File: src/include/mouse_cfg.svh
/*
 * Fixed widths and depths of the trackball interface.
 * Include this wherever the counter width, the synchronizer depth or the
 * read bus width is needed. The package pulls it in for its typedefs.
 */

`ifndef MOUSE_CFG_SVH
`define MOUSE_CFG_SVH

// position counter width, the counts wrap at this size
`define MOUSE_CNT_W 12

// number of flops between an external pin and the clk domain
`define MOUSE_SYNC_STAGES 2

// width of the cpu read bus
`define MOUSE_BYTE_W 8

`endif

File: src/verilog/mouse_pkg.sv
/*
 * Shared types of the trackball interface.
 * Modules take them by a wildcard import in their header.
 */

`include "mouse_cfg.svh"

package mouse_pkg;

    // one axis position, an up/down count that wraps
    typedef logic [`MOUSE_CNT_W-1:0] count_t;

    // a quadrature pair with phase A in bit 0 and phase B in bit 1
    typedef logic [1:0] quad_t;

    // one byte as seen on the cpu read bus
    typedef logic [`MOUSE_BYTE_W-1:0] bus_byte_t;

    // the read bus carries the full count split over two bytes
    // upper byte holds four status bits and the high nibble
    // lower byte holds the low eight bits of the count

endpackage

File: src/verilog/mouse_input_sync.sv
/*
 * Input synchronizers for the trackball pins.
 * Quadrature pairs, buttons and axis clear pins are asynchronous to clk
 * and each goes through its own chain of flops before use.
 */

`include "mouse_cfg.svh"

module mouse_input_sync
    import mouse_pkg::*;
(
    input  logic  clk,
    input  logic  rst,
    input  quad_t x_in,
    input  quad_t y_in,
    input  logic  rightn,
    input  logic  leftn,
    input  logic  middlen,
    input  logic  x_rstn,
    input  logic  y_rstn,
    output quad_t x_q,
    output quad_t y_q,
    output logic  right_q,
    output logic  left_q,
    output logic  middle_q,
    output logic  x_clr_n,
    output logic  y_clr_n
);

    logic [8:0] pins;                                   // all asynchronous pins side by side
    logic [8:0] sync_r [`MOUSE_SYNC_STAGES];            // one row per synchronizer stage

    // quadrature bits sit low so they can reset to 0 while the rest reset high
    assign pins = {x_rstn, y_rstn, middlen, leftn, rightn, y_in, x_in};

    always_ff @(posedge clk or posedge rst) begin
        if (rst) begin
            for (int i = 0; i < `MOUSE_SYNC_STAGES; i++) begin
                sync_r[i] <= 9'b1_1111_0000;            // buttons and clears inactive, pairs at 0
            end
        end else begin
            sync_r[0] <= pins;                          // first stage may go metastable
            for (int i = 1; i < `MOUSE_SYNC_STAGES; i++) begin
                sync_r[i] <= sync_r[i-1];               // later stages settle the value
            end
        end
    end

    // the last stage feeds the rest of the design
    assign x_q      = sync_r[`MOUSE_SYNC_STAGES-1][1:0];
    assign y_q      = sync_r[`MOUSE_SYNC_STAGES-1][3:2];
    assign right_q  = sync_r[`MOUSE_SYNC_STAGES-1][4];
    assign left_q   = sync_r[`MOUSE_SYNC_STAGES-1][5];
    assign middle_q = sync_r[`MOUSE_SYNC_STAGES-1][6];
    assign y_clr_n  = sync_r[`MOUSE_SYNC_STAGES-1][7];
    assign x_clr_n  = sync_r[`MOUSE_SYNC_STAGES-1][8];

endmodule

File: src/verilog/mouse_axis.sv
/*
 * Quadrature decoder and position counter for one trackball axis.
 * Takes an already synchronized pair and gives a wrapping count and a
 * sticky active-low flag that is set by motion and cleared by a read.
 */

module mouse_axis
    import mouse_pkg::*;
(
    input  logic   clk,
    input  logic   rst,
    input  quad_t  sig,                                 // synchronized quadrature pair
    input  logic   clr_n,                               // synchronous axis clear, active low
    input  logic   flag_clr_n,                          // chip select, a low cycle clears the flag
    output logic   flagn,                               // low after motion until the next read
    output count_t count
);

    quad_t prev_sig;                                    // pair as seen on the previous cycle
    quad_t sig_chg;                                     // bits of the pair that just toggled
    logic  [1:0] hist;                                  // did phase A move, for the last two edges
    logic  dir;                                         // set means count down
    logic  any_chg;
    logic  step;
    logic  rise_a;
    logic  fall_a;
    logic  new_dir;

    assign sig_chg = sig ^ prev_sig;
    assign any_chg = |sig_chg;

    // alternating channels in the history means the motion is steady
    // and the stored direction can be trusted for this edge
    assign step = any_chg && (hist[0] != hist[1]);

    assign rise_a = sig[0] & ~prev_sig[0];
    assign fall_a = ~sig[0] & prev_sig[0];

    // B already high when A rises, or low when A falls, means B leads A
    assign new_dir = (rise_a & sig[1]) | (fall_a & ~sig[1]);

    always_ff @(posedge clk or posedge rst) begin
        if (rst) begin
            prev_sig <= '0;
            hist     <= 2'b00;
            dir      <= 1'b0;
            count    <= '0;
            flagn    <= 1'b1;
        end else if (!clr_n) begin
            prev_sig <= sig;                            // keep tracking so release gives no false edge
            hist     <= 2'b00;
            dir      <= 1'b0;
            count    <= '0;
            flagn    <= 1'b1;
        end else begin
            prev_sig <= sig;

            if (any_chg) begin
                if (step) begin
                    count <= dir ? count - 1'b1 : count + 1'b1; // wraps at the counter width
                end else begin
                    dir <= new_dir;                     // after a clear or a reversal, relearn
                end
                hist <= {hist[0], sig_chg[0]};          // shift in whether A moved this time
            end

            // a count in the same cycle as a read keeps the flag low
            if (step) begin
                flagn <= 1'b0;
            end else if (!flag_clr_n) begin
                flagn <= 1'b1;
            end
        end
    end

endmodule

File: src/verilog/mouse_bus_port.sv
/*
 * CPU read side of the trackball interface.
 * Chip select, byte select and axis select pick one byte of a count,
 * which is registered onto dout together with the switch and counter flags.
 */

`include "mouse_cfg.svh"

module mouse_bus_port
    import mouse_pkg::*;
(
    input  logic      clk,
    input  logic      rst,
    input  count_t    cnt_x,
    input  count_t    cnt_y,
    input  logic      flagn_x,
    input  logic      flagn_y,
    input  logic      rightn,                           // synchronized button levels
    input  logic      leftn,
    input  logic      middlen,
    input  logic      csn,                              // chip select, active low
    input  logic      uln,                              // high picks the upper byte
    input  logic      xn_y,                             // high picks the y axis
    output bus_byte_t dout,
    output logic      cfn,                              // low when either axis moved
    output logic      sfn                               // low when any button is pressed
);

    count_t    cnt_sel;
    bus_byte_t upper;
    bus_byte_t lower;

    assign cnt_sel = xn_y ? cnt_y : cnt_x;

    // status bits above the top nibble of the count
    assign upper = {sfn, leftn, rightn, middlen, cnt_sel[`MOUSE_CNT_W-1:`MOUSE_BYTE_W]};
    assign lower = cnt_sel[`MOUSE_BYTE_W-1:0];

    always_ff @(posedge clk or posedge rst) begin
        if (rst) begin
            dout <= '0;
            cfn  <= 1'b1;
            sfn  <= 1'b1;
        end else begin
            if (!csn) begin
                dout <= uln ? upper : lower;            // follows the selects every cycle while selected
            end
            sfn <= rightn & leftn & middlen;
            cfn <= flagn_x & flagn_y;
        end
    end

endmodule

File: src/verilog/mouse_counter_top.sv
/*
 * Top level of the two-axis trackball interface.
 * Joins the input synchronizers, one counter per axis and the CPU read port.
 */

module mouse_counter_top
    import mouse_pkg::*;
(
    input  logic      clk,
    input  logic      rst,
    input  quad_t     x_in,
    input  quad_t     y_in,
    input  logic      rightn,
    input  logic      leftn,
    input  logic      middlen,
    input  logic      x_rstn,
    input  logic      y_rstn,
    input  logic      csn,
    input  logic      uln,
    input  logic      xn_y,
    output bus_byte_t dout,
    output logic      cfn,
    output logic      sfn
);

    quad_t  x_q;
    quad_t  y_q;
    logic   right_q;
    logic   left_q;
    logic   middle_q;
    logic   x_clr_n;
    logic   y_clr_n;
    count_t cnt_x;
    count_t cnt_y;
    logic   flagn_x;
    logic   flagn_y;

    mouse_input_sync input_sync (
        .clk      (clk),
        .rst      (rst),
        .x_in     (x_in),
        .y_in     (y_in),
        .rightn   (rightn),
        .leftn    (leftn),
        .middlen  (middlen),
        .x_rstn   (x_rstn),
        .y_rstn   (y_rstn),
        .x_q      (x_q),
        .y_q      (y_q),
        .right_q  (right_q),
        .left_q   (left_q),
        .middle_q (middle_q),
        .x_clr_n  (x_clr_n),
        .y_clr_n  (y_clr_n)
    );

    // both axes see the raw chip select as their flag clear
    mouse_axis axis_x (
        .clk        (clk),
        .rst        (rst),
        .sig        (x_q),
        .clr_n      (x_clr_n),
        .flag_clr_n (csn),
        .flagn      (flagn_x),
        .count      (cnt_x)
    );

    mouse_axis axis_y (
        .clk        (clk),
        .rst        (rst),
        .sig        (y_q),
        .clr_n      (y_clr_n),
        .flag_clr_n (csn),
        .flagn      (flagn_y),
        .count      (cnt_y)
    );

    mouse_bus_port bus_port (
        .clk     (clk),
        .rst     (rst),
        .cnt_x   (cnt_x),
        .cnt_y   (cnt_y),
        .flagn_x (flagn_x),
        .flagn_y (flagn_y),
        .rightn  (right_q),
        .leftn   (left_q),
        .middlen (middle_q),
        .csn     (csn),
        .uln     (uln),
        .xn_y    (xn_y),
        .dout    (dout),
        .cfn     (cfn),
        .sfn     (sfn)
    );

endmodule

File: config.mk
export PLATFORM = sky130hd
export DESIGN_NAME = mouse_counter_top
export DESIGN_NICKNAME = d
export VERILOG_FILES = /design/src/verilog/mouse_pkg.sv /design/src/verilog/mouse_input_sync.sv /design/src/verilog/mouse_axis.sv /design/src/verilog/mouse_bus_port.sv /design/src/verilog/mouse_counter_top.sv
export VERILOG_INCLUDE_DIRS = /design/src /design/src/include
export SDC_FILE = /design/constraint.sdc
export NUM_CORES = 1
export LEC_CHECK = 0
export BUFFER_PORTS_ARGS = -buffer_cell sky130_fd_sc_hd__buf_2
export CAP_MARGIN = 20
export CORE_MARGIN = 1.5
export CORE_UTILIZATION = 23
export CTS_CLUSTER_SIZE = 14
export DETAILED_ROUTE_END_ITERATION = 10
export GPL_TIMING_DRIVEN = 0
export SYNTH_ARGS = -nofsm -noshare
export SYNTH_HDL_FRONTEND = slang
export SYNTH_SLANG_ARGS = --single-unit
File: constraint.sdc
create_clock -name clk -period 2.7 [get_ports clk]
set_input_delay 0.27 -clock clk [delete_from_list [all_inputs] [get_ports clk]]
set_output_delay 0.27 -clock clk [all_outputs]
set_load 0.02 [all_outputs]
Word level (Yosys, flattened, before mapping)
Index checks and enable logic that the tools add are counted.
W data, S select, Z words.
{"block": "totals", "latchBits": 0, "output_inout_bits": 10, "ramBits": 0, "reg_bits": 64, "input_bits": 14, "wordCells": 83, "romBits": 0, "memories": 0}
{"block": "op_classes", "n_bitwise": 21, "multipliers": 0, "add_sub_neg": 4, "shifts": 0, "eq_ne": 10, "mux": 25, "magnitude_cmp": 0, "div_mod_pow": 0, "reduce_logical": 8}
{"cell": "$mux W12", "n": 9}
{"cell": "$add A12 B1 Y12 const B", "n": 2}
{"cell": "$sub A12 B1 Y12 const B", "n": 2}
{"cell": "$and A1 B1 Y1", "n": 11}
{"cell": "$mux W1", "n": 11}
{"cell": "$mux W2", "n": 4}
{"cell": "$mux W8", "n": 1}
{"cell": "$ne A2 B1 Y1 const B", "n": 4}
{"cell": "$reduce_and A2 Y1", "n": 4}
{"cell": "$ne A3 B2 Y1 const B", "n": 2}
{"cell": "$not A1 Y1", "n": 6}
{"cell": "$ne A2 B2 Y1 const B", "n": 2}
{"cell": "$reduce_or A2 Y1", "n": 2}
{"cell": "$xor A2 B2 Y2", "n": 2}
{"cell": "$logic_and A1 B1 Y1", "n": 2}
{"cell": "$ne A1 B1 Y1", "n": 2}
{"cell": "$or A1 B1 Y1", "n": 2}

Longest topological paths before layout
Gate-level depths: netlist of the first run.
{"block": "logic_depth", "word_depth": 7, "ltp_mapped": 8, "depth_no_buf": 7}

Hierarchy
Synthesis of the first run repeated with hierarchy kept, for this count alone.
{"block": "unflattened", "cells_unflattened": 334, "hier_area_um2": 3539.6}
{"module": "mouse_axis", "seq_area_each_um2": 451.7, "n_inst": 2, "area_per_inst_um2": 1228.7, "cells_per_inst": 128}
{"module": "mouse_bus_port", "seq_area_each_um2": 252.7, "n_inst": 1, "area_per_inst_um2": 585.6, "cells_per_inst": 55}
{"module": "mouse_input_sync", "seq_area_each_um2": 462.9, "n_inst": 1, "area_per_inst_um2": 496.7, "cells_per_inst": 23}

Least setup slack after synthesis of the first run
No wires, ideal clock.
{"block": "synth_path", "kind": "flip-flop to flip-flop", "start": "register axis_y.dir", "end": "register axis_y.count[10]", "required_ns": 2.576, "synth_period_minus_slack_ns": 2.131, "arrival_ns": 2.007, "setup_time_ns": 0.124, "path_buffers": 0, "slack_ns": 0.569, "stages_incl_launch_ff": 8, "cell_sequence": "dfrtp_1 -> fa_1 -> a21o_1 -> a21oi_2 -> nor2b_1 -> o31ai_1 -> nor4_1 -> a211o_1"}
{"block": "synth_between", "elab_chain_len": 4}
{"element": "from (decl)", "line_no": "mouse_axis.sv:22", "rtl": "logic dir;"}
{"element": "from (signal assigned)", "line_no": "mouse_axis.sv:62", "rtl": "dir <= new_dir;"}
{"element": "$mux W12", "line_no": "mouse_axis.sv:60", "rtl": "count <= dir ? count - 1'b1 : count + 1'b1;"}
{"element": "$mux W12", "line_no": "mouse_axis.sv:59", "rtl": "if (step) begin"}
{"element": "$mux W12", "line_no": "mouse_axis.sv:58", "rtl": "if (any_chg) begin"}
{"element": "$mux W12", "line_no": "mouse_axis.sv:49", "rtl": "end else if (!clr_n) begin"}
{"element": "to (signal assigned)", "line_no": "mouse_axis.sv:60"}
{"element": "to (decl)", "line_no": "mouse_axis.sv:16", "rtl": "output count_t count"}
No other way between the ends. The select of a mux whose other input is x is not followed.
A chain may end at the register's enable or synchronous reset.

Worst setup path after layout of the first run
{"block": "layout_path", "start": "register axis_x.dir", "end": "register axis_x.count[9]"}
{"block": "layout_between", "elab_chain_len": 4}
{"element": "from (decl)", "line_no": "mouse_axis.sv:22"}
{"element": "from (signal assigned)", "line_no": "mouse_axis.sv:62"}
{"element": "$mux W12", "line_no": "mouse_axis.sv:60"}
{"element": "$mux W12", "line_no": "mouse_axis.sv:59"}
{"element": "$mux W12", "line_no": "mouse_axis.sv:58"}
{"element": "$mux W12", "line_no": "mouse_axis.sv:49"}
{"element": "to (signal assigned)", "line_no": "mouse_axis.sv:60"}
{"element": "to (decl)", "line_no": "mouse_axis.sv:16"}
No other way between the ends. The select of a mux whose other input is x is not followed.

==> flow_summary.yaml, run 1 <==
status:
  status: "finished, violations left"
  violations: "DRC"
yosys:
  synth_cells: 334
  ys_top_cells_by_count: "dfrtp_1 (50), nand2_1 (38), a21oi_1 (34)"
  yosysUniqueCellTypes: 54
  avgSynthCellArea_um2: 10.4
  synthesis.area_um2: 3470
  async_reset_ff_frac: 1.00
  synth_edf_count: 0
  yosysWarnings: 0
  synth_ff_type: "dfrtp_1"
  post-synth-top-count-cell: "dfrtp_1"
  seq_area_frac_synth: 0.467
  netlist.area_leader.share: 0.361
  synth_area_leaders: "dfrtp_1 (36%), dfstp_2 (11%), ha_1 (8.7%)"
  synth_seq_cells: 64
  synth_largest_area_cell: "dfrtp_1"
  synth_fp_nets: 374
clock_tree:
  htree_levels: 3
  clkLatencyLatePin_ps: 330
  post_cts.repair.setup_buffers: 0
  cts_buffers: 9
  cts.clk_slew.worst_paths_ps: 50
  cts_sinks: 64
  cts_hold_buf: 0
  cts_tree: "built"
  post_cts_resize_count: 0
  cts_buffer_depth: 2
  cts_root_buf: "clkbuf_16"
critical_path:
  cp_cell_sequence: "ha_1 -> a211oi_1 -> o211ai_1 -> a41oi_1 -> xnor2_1 -> nand2_1 -> a21oi_1"
  path_max_fanout: 16
  r2r-end: "axis_x.count[9]"
  worstSetupStartpoint: "axis_x.dir"
  required_ps: 2950
  end_kind: "flip-flop"
  r2r_start: "axis_x.dir"
  critPathSlowestCell: "dfrtp_1"
  rr_worst_depth: 7
  critPathArrivalTime_ps: 2750
  reg2reg_slack_ps: 200
  critical_path_class: "reg -> reg"
  start_kind: "flip-flop"
  max_stage_delay_ps: 740
flow_run:
  cap_violations: 0
worst_hold_path:
  holdPathEnd: "input_sync.sync_r[17]"
  min-delay-start: "x_rstn"
  hp-class: "in -> reg"
  holdPathStages: 1
sta:
  setup_viol: 0
  clock_skew_ps: 4.45
  drv_slew: 0
  worst_slack_ps: 199
  period_minus_slack_ps: 2500
  finalHoldViolCount: 0
  tightest_slew_ps: 797
  finalCritPeriodShare: 0.926
  max_slew_margin: 0.468
  fmax_ghz: 0.400
  rsz0062_at_grt: "no"
die:
  core_um2: 14600
  floorplan.initialDensity: 0.237
  pin_count: 24
  dieWidth_um: 126
  rows: 44
  die-area_um2: 15800
  die_h_um: 126
place:
  gp_congestion: 0.817
  io_buffer_count: 22
  dp_hpwl_mm: 5.42
  dp_slack_ps: 243
route:
  drtIter0Drc: 153
  drc_errors: 6
  vias: 2577
  wl_per_cell_um: 13.7
  drt_wl_total_mm: 7.63
  via_per_inst: 4.63
  antenna_left: 0
  first_pass_iters: 7
power_and_ir_drop:
  power_per_cell_area_nw_per_um2: 718
  total_leakage_power_nw: 1.89
  vdd_drop_max_mv: 0.347
final_layout:
  area_growth_pct: 19.1
  utilization: 0.282
  drive_above_1_share: 0.191
  nNetsFinal: 407
  fill_cells: 1533
grt:
  grt_pass1_vias: 2665
  grt_first_pass_wirelength_mm: 13.3
  grt_usage: 0.105
  antenna_found_initial: 1
  grt_start_max_net_pins: 65
  overflow: 0
-- registers in the layout, indices dropped and copies added (netlist names), 2 cells and up --
name / count
bus_port.dout: 8
axis_x.prev_sig: 2
input_sync.x_q: 2
axis_y.hist: 2
axis_y.prev_sig: 2
input_sync.sync_r: 9
axis_x.hist: 2
input_sync.y_q: 2
axis_x.count: 12
axis_y.count: 12
-- layout make-up --
cell class / count / area (µm²) / share of cell area
plain buffers: 10 / 48.8 / 0.0118
flip-flops and latches: 64 / 1620 / 0.392
well taps: 184 / 230 / 0.0558
multi-input cells: 249 / 1760 / 0.426
clock inverters: 3 / 65.1 / 0.0158
repair buffers: 22 / 110 / 0.0267
diodes: 1 / 2.50 / 0.000606
inverters: 11 / 43.8 / 0.0106
clock buffers: 13 / 250 / 0.0606
-- logic make-up after synthesis --
family | share of synthesized area
AO/OA/AOI/OAI | 0.176
AND/OR/NAND/NOR | 0.128
flip-flops | 0.467
adder cells (fa/ha/maj) | 0.0982
buffers and inverters | 0.0260
XOR/XNOR | 0.0451
multiplexers | 0.0603
-- where the power goes --
| part | switching [mW] | internal (mW) | leakage [nW] | total, mW |
|---|---|---|---|---|
| Clock | 0.404 | 0.832 | 0.154 | 1.24 |
| Combinational | 0.329 | 0.237 | 0.932 | 0.566 |
| Sequential | 0.100 | 1.06 | 0.801 | 1.16 |
-- metal layers --
metal / wire length (µm) / global-route usage
met1: 3640 / 0.141
met2: 3370 / 0.153
met3: 433 / 0.0323
met4: 185 / 0.0521
met5: 0 / 0
-- placed cells by master, fill, tap and decap left out, types with 10 or more instances in the layout --
cell,netlist,final
a21oi_1,34,34
buf_2,3,25
dfrtp_1,50,50
dfstp_2,14,14
ha_1,24,24
inv_1,11,10
nand2_1,38,38
nor2_1,16,16
o21ai_0,21,21
xnor2_1,10,10
-- per-stage QoR --
step / hold WS, ps / power [mW] / instance area, µm² / TNS [ps] / cells
2_1_floorplan: 274 / 1.58 / 3470 / 0 / 334
3_3_place_gp: 334 / 1.72 / 3810 / -3270 / 540
6_report: 41.7 / 2.96 / 4130 / 0 / 557
5_1_grt: 25.1 / 3.13 / 4130 / 0 / 556
3_5_place_dp: 335 / 1.74 / 3810 / 0 / 540
4_1_cts: 29.7 / 3.00 / 4130 / 0 / 556
-- worst max-delay path, delay by kind of cell, from the launching register on --
| family | cells | cell delay, ps |
|---|---|---|
| AND/OR/NAND/NOR | 1 | 70 |
| flip-flops | 1 | 740 |
| XOR/XNOR | 1 | 150 |
| adder cells (fa/ha/maj) | 1 | 360 |
| AO/OA/AOI/OAI | 4 | 1100 |
-- worst max-delay path by stage --
stage / slack (ps) / cells after the start / endpoint
6_report: 200 / 7 / axis_x.count[9]
3_3_place_gp: -70 / 2 / axis_y.count[7]
3_5_place_dp: 240 / 7 / axis_x.count[9]
2_1_floorplan: 570 / 7 / axis_y.count[10]
4_1_cts: 210 / 7 / axis_x.count[9]
5_1_grt: 60 / 7 / axis_x.count[9]
Power figures use the tool's default switching activity.
==> run 2: changes to the inputs <==
- REMOVE_ABC_BUFFERS: not set -> 1
==> run 2 against run 1 <==
Compared with the run above:
- the flow still finishes with violations (DRC)
- combinational power fell by 3%
- non-clock buffer count down 8
- maximum frequency is 0.27% lower
- cell count down 1.6%
==> flow_summary.yaml, run 2 (synthesis results as in run 1) <==
status:
  status: "finished, violations left"
  violations: "DRC"
die:
  die-area_um2: 15800
  core_um2: 14600
  dieWidth_um: 126
  floorplan.initialDensity: 0.237
  pin_count: 24
  rows: 44
  die_h_um: 126
grt:
  grt_first_pass_wirelength_mm: 12.1
  overflow: 0
  grt_pass1_vias: 2513
  grt_start_max_net_pins: 39
  antenna_found_initial: 0
  grt_usage: 0.0972
clock_tree:
  cts_root_buf: "clkbuf_16"
  htree_levels: 3
  cts_buffer_depth: 2
  cts.clk_slew.worst_paths_ps: 50
  cts_buffers: 9
  clkLatencyLatePin_ps: 330
  post_cts_resize_count: 0
  cts_tree: "built"
  post_cts.repair.setup_buffers: 0
  cts_hold_buf: 0
  cts_sinks: 64
place:
  dp_slack_ps: 238
  dp_hpwl_mm: 5.30
  io_buffer_count: 23
  gp_congestion: 0.867
critical_path:
  start_kind: "flip-flop"
  rr_worst_depth: 7
  reg2reg_slack_ps: 190
  r2r-end: "axis_y.count[10]"
  required_ps: 2920
  end_kind: "flip-flop"
  critical_path_class: "reg -> reg"
  critPathArrivalTime_ps: 2730
  r2r_start: "axis_y.dir"
  path_max_fanout: 14
final_layout:
  drive_above_1_share: 0.198
  antennaDiodeCount: 0
  fill_cells: 1536
  multi_input_area_um2: 1760
  top_regs: "axis_x.count: 12 flops, axis_y.count: 12 flops, input_sync.sync_r: 9 flops"
  area_growth_pct: 17.0
  utilization: 0.277
  nNetsFinal: 399
  area.sequential_um2: 1620
  final_cell_mix: "dfrtp_1 (50), nand2_1 (38), a21oi_1 (34)"
  layout_commonest_cell: "dfrtp_1"
sta:
  worst_slack_ps: 192
  setup_tns_ps: 0
  rsz0062_at_grt: "no"
  finalHoldViolCount: 0
  max_slew_margin: 0.458
  setup_viol: 0
  period_minus_slack_ps: 2510
  tightest_slew_ps: 812
  finalCritPeriodShare: 0.929
  clock_skew_ps: 7.62
  fmax_ghz: 0.399
  drv_slew: 0
route:
  antenna_left: 0
  drc_errors: 1
  via_per_inst: 4.70
  wl_per_cell_um: 13.3
  first_pass_iters: 8
  drtIter0Drc: 130
  vias: 2578
  drt_wl_total_mm: 7.27
power_and_ir_drop:
  total_leakage_power_nw: 1.85
  p_clk_frac: 0.382
  vdd_drop_max_mv: 0.250
  power_frac_comb: 0.199
  p_int_mw: 1.93
  power_per_cell_area_nw_per_um2: 682
  swShare: 0.304
  p_sw_mw: 0.842
  p_seq_frac: 0.419
worst_hold_path:
  hp-class: "in -> async"
flow_run:
  cap_violations: 0
run 2: changes by cell type in the layout (fill, tap and decap cells not counted), moves of 2 or more:
cell / change
clkinvlp_4: +2
clkinv_2: +3
buf_2: -2
clkbuf_1: -9
bufinv_16: -2
run 2: routing by layer:
metal	GRT usage	up-vias	part of all wire
li1	-	1263	-
met1	0.114	1250	0.45
met2	0.163	53	0.48
met3	0.0280	12	0.042
met4	0.0494	0	0.024
met5	0	-	0
run 2: worst max-delay path, stage by stage, from the launching register on:
cell and delay [ps]:
dfrtp_1 590, fa_1 540, a21o_1 190, a21oi_2 190, nor2b_1 110, o31ai_1 420
nor4_1 80, a211o_1 280
run 2: how the worst max path moves through the flow:
stage	start	endpoint	slack, ps	depth (start not counted)
final	axis_y.dir	axis_y.count[10]	190	7
after floorplan	axis_y.dir	axis_y.count[10]	570	7
after global routing	axis_y.dir	axis_y.count[10]	70	7
after detailed placement	axis_y.dir	axis_y.count[10]	240	7
after global placement	rst	bus_port.dout[6]	0.5	2
after CTS	axis_y.dir	axis_y.count[10]	220	7
run 2: layout make-up:
cell class / count / area share
multi-input cells: 249 / 0.433
flip-flops and latches: 64 / 0.399
clock buffers: 10 / 0.0589
well taps: 184 / 0.0567
repair buffers: 24 / 0.0333
inverters: 11 / 0.0102
clock inverters: 6 / 0.00863
run 2: stage by stage:
stage	instances	total power [mW]	hold slack (ps)	area [µm²]
floorplan	324	1.57	274	3420
global placement	531	1.70	337	3760
finish	548	2.77	0.0810	4060
global route	548	2.93	15.1	4060
detailed placement	532	1.73	336	3780
CTS	548	2.81	16.3	4060
run 2: power groups by stage:
stage	clock network, mW	logic, mW	registers [mW]
final	1.06	0.551	1.16
after global routing	1.13	0.619	1.17
after CTS	1.10	0.555	1.16
after detailed placement	0	0.552	1.18
after global placement	0	0.531	1.17
after floorplan	0	0.399	1.17
==> run 3: changes to the inputs <==
- MAX_ROUTING_LAYER: not set -> met4
==> run 3 against run 2 <==
Compared with the run above:
- the run still ends with DRC left
- power up 4.9%
- register-to-register slack better by 60 ps
- worst setup slack better by 62 ps
- critical path type unchanged
- critical endpoint unchanged
==> flow_summary.yaml, run 3 (synthesis results as in run 1) <==
status:
  status: "finished, violations left"
  violations: "DRC"
critical_path:
  critical_path_class: "reg -> reg"
  reg2reg_slack_ps: 250
  end_kind: "flip-flop"
  critPathArrivalTime_ps: 2670
  required_ps: 2920
  rr_worst_depth: 7
  start_kind: "flip-flop"
  path_max_fanout: 14
route:
  first_pass_iters: 7
  wl_per_cell_um: 13.3
  vias: 2542
  antenna_left: 0
  drtIter0Drc: 150
  drt_wl_total_mm: 7.32
  via_per_inst: 4.63
  drc_errors: 1
clock_tree:
  cts_buffer_depth: 2
  cts_buffers: 9
  cts_tree: "built"
  cts.clk_slew.worst_paths_ps: 60
  cts_root_buf: "clkbuf_16"
  htree_levels: 3
  cts_sinks: 64
  clkLatencyLatePin_ps: 330
place:
  gp_congestion: 0.842
  dp_hpwl_mm: 5.21
  place_area_um2: 3780
  io_buffer_count: 23
sta:
  clock_skew_ps: 7.76
  finalCritPeriodShare: 0.906
  fmax_ghz: 0.409
  rsz0062_at_grt: "no"
  tightest_slew_ps: 765
  setup_viol: 0
  setup_tns_ps: 0
  whs_ps: 31.9
  period_minus_slack_ps: 2450
  drv_slew: 0
  finalHoldViolCount: 0
  max_slew_margin: 0.490
final_layout:
  layout_commonest_cell: "dfrtp_1"
  top_regs: "axis_x.count: 12 flops, axis_y.count: 12 flops, input_sync.sync_r: 9 flops"
  final_area_um2: 4100
  nNetsFinal: 400
  utilization: 0.280
  final_cell_mix: "dfrtp_1 (49), nand2_1 (38), a21oi_1 (34)"
  drive_above_1_share: 0.200
  area_growth_pct: 18.3
  antennaDiodeCount: 0
power_and_ir_drop:
  vdd_drop_max_mv: 0.302
  total_leakage_power_nw: 1.87
  p_total_mw: 2.91
  power_per_cell_area_nw_per_um2: 709
die:
  dieWidth_um: 126
  pin_count: 24
  die-area_um2: 15800
  core_um2: 14600
  floorplan.initialDensity: 0.237
  rows: 44
  die_h_um: 126
grt:
  overflow: 0
  grt_pass1_vias: 2649
  grt_start_max_net_pins: 44
  grt_usage: 0.103
  antenna_found_initial: 0
  grt_first_pass_wirelength_mm: 12.7
worst_hold_path:
  hp-class: "in -> reg"
  holdPathStages: 1
flow_run:
  cap_violations: 0
==> run 3: cell count changes in the layout (fill, tap and decap cells not counted), sizes merged <==
| cell | change |
|---|---|
| clkbuf | -1 |
| inv | +2 |
| clkinv | -2 |
| dlygate4sd3 | +1 |
| bufinv | +1 |
==> run 3: through the flow <==
| step | std cells | setup slack (ps) |
|---|---|---|
| after global placement | 531 | 7.19 |
| after global routing | 549 | 97.3 |
| after detailed placement | 532 | 246 |
| after floorplan | 324 | 566 |
| final | 549 | 254 |
| after CTS | 549 | 227 |
==> run 3: where the power goes <==
| group | internal (mW) | switching, mW | total [mW] |
|---|---|---|---|
| sequential | 1.06 | 0.0984 | 1.16 |
| clock | 0.724 | 0.473 | 1.20 |
| combinational | 0.231 | 0.320 | 0.551 |
==> run 3: cell type report <==
cell class / instances / area (µm²)
clock buffers: 9 / 225
clock inverters: 7 / 80.1
fillers: 1523 / 10500
inverters: 11 / 41.3
multi-input cells: 249 / 1760
flip-flops and latches: 64 / 1620
well taps: 184 / 230
repair buffers: 25 / 145
==> run 3: repair_timing <==
action / in CTS / in global routing
endpoints found under the setup margin: 0 / 1
buffers inserted: 0 / 0
gates resized for setup: 0 / 1
hold buffers: 1 / 0
endpoints found under the hold margin: 19 / 0
==> run 3: final timing paths <==
| kind | startpoint | endpoint |
|---|---|---|
| setup reg to reg | axis_y.dir | axis_y.count[10] |
| hold reg to reg | input_sync.sync_r[9] | input_sync.x_q[0] |
| setup / recovery | axis_y.dir | axis_y.count[10] |
| hold / removal | y_rstn | input_sync.sync_r[16] |
| max in group asynchronous | rst | bus_port.sfn |
| min in group asynchronous | rst | input_sync.x_q[1] |
==> run 3: metal layers <==
metal / vias to the layer above / wire length, µm / global-route usage
met4: 0 / 209 / 0.0467
li1: 1263 / - / -
met1: 1209 / 3330 / 0.124
met5: - / 0 / -
met2: 52 / 3440 / 0.165
met3: 18 / 341 / 0.0272
==> run 3: critical path, stage by stage (launching register included) <==
cell and delay (ps):
dfrtp_1 590, fa_1 550, a21o_1 190, a21oi_2 170
nor2b_1 100, o31ai_1 380, nor4_1 90, a211o_1 280
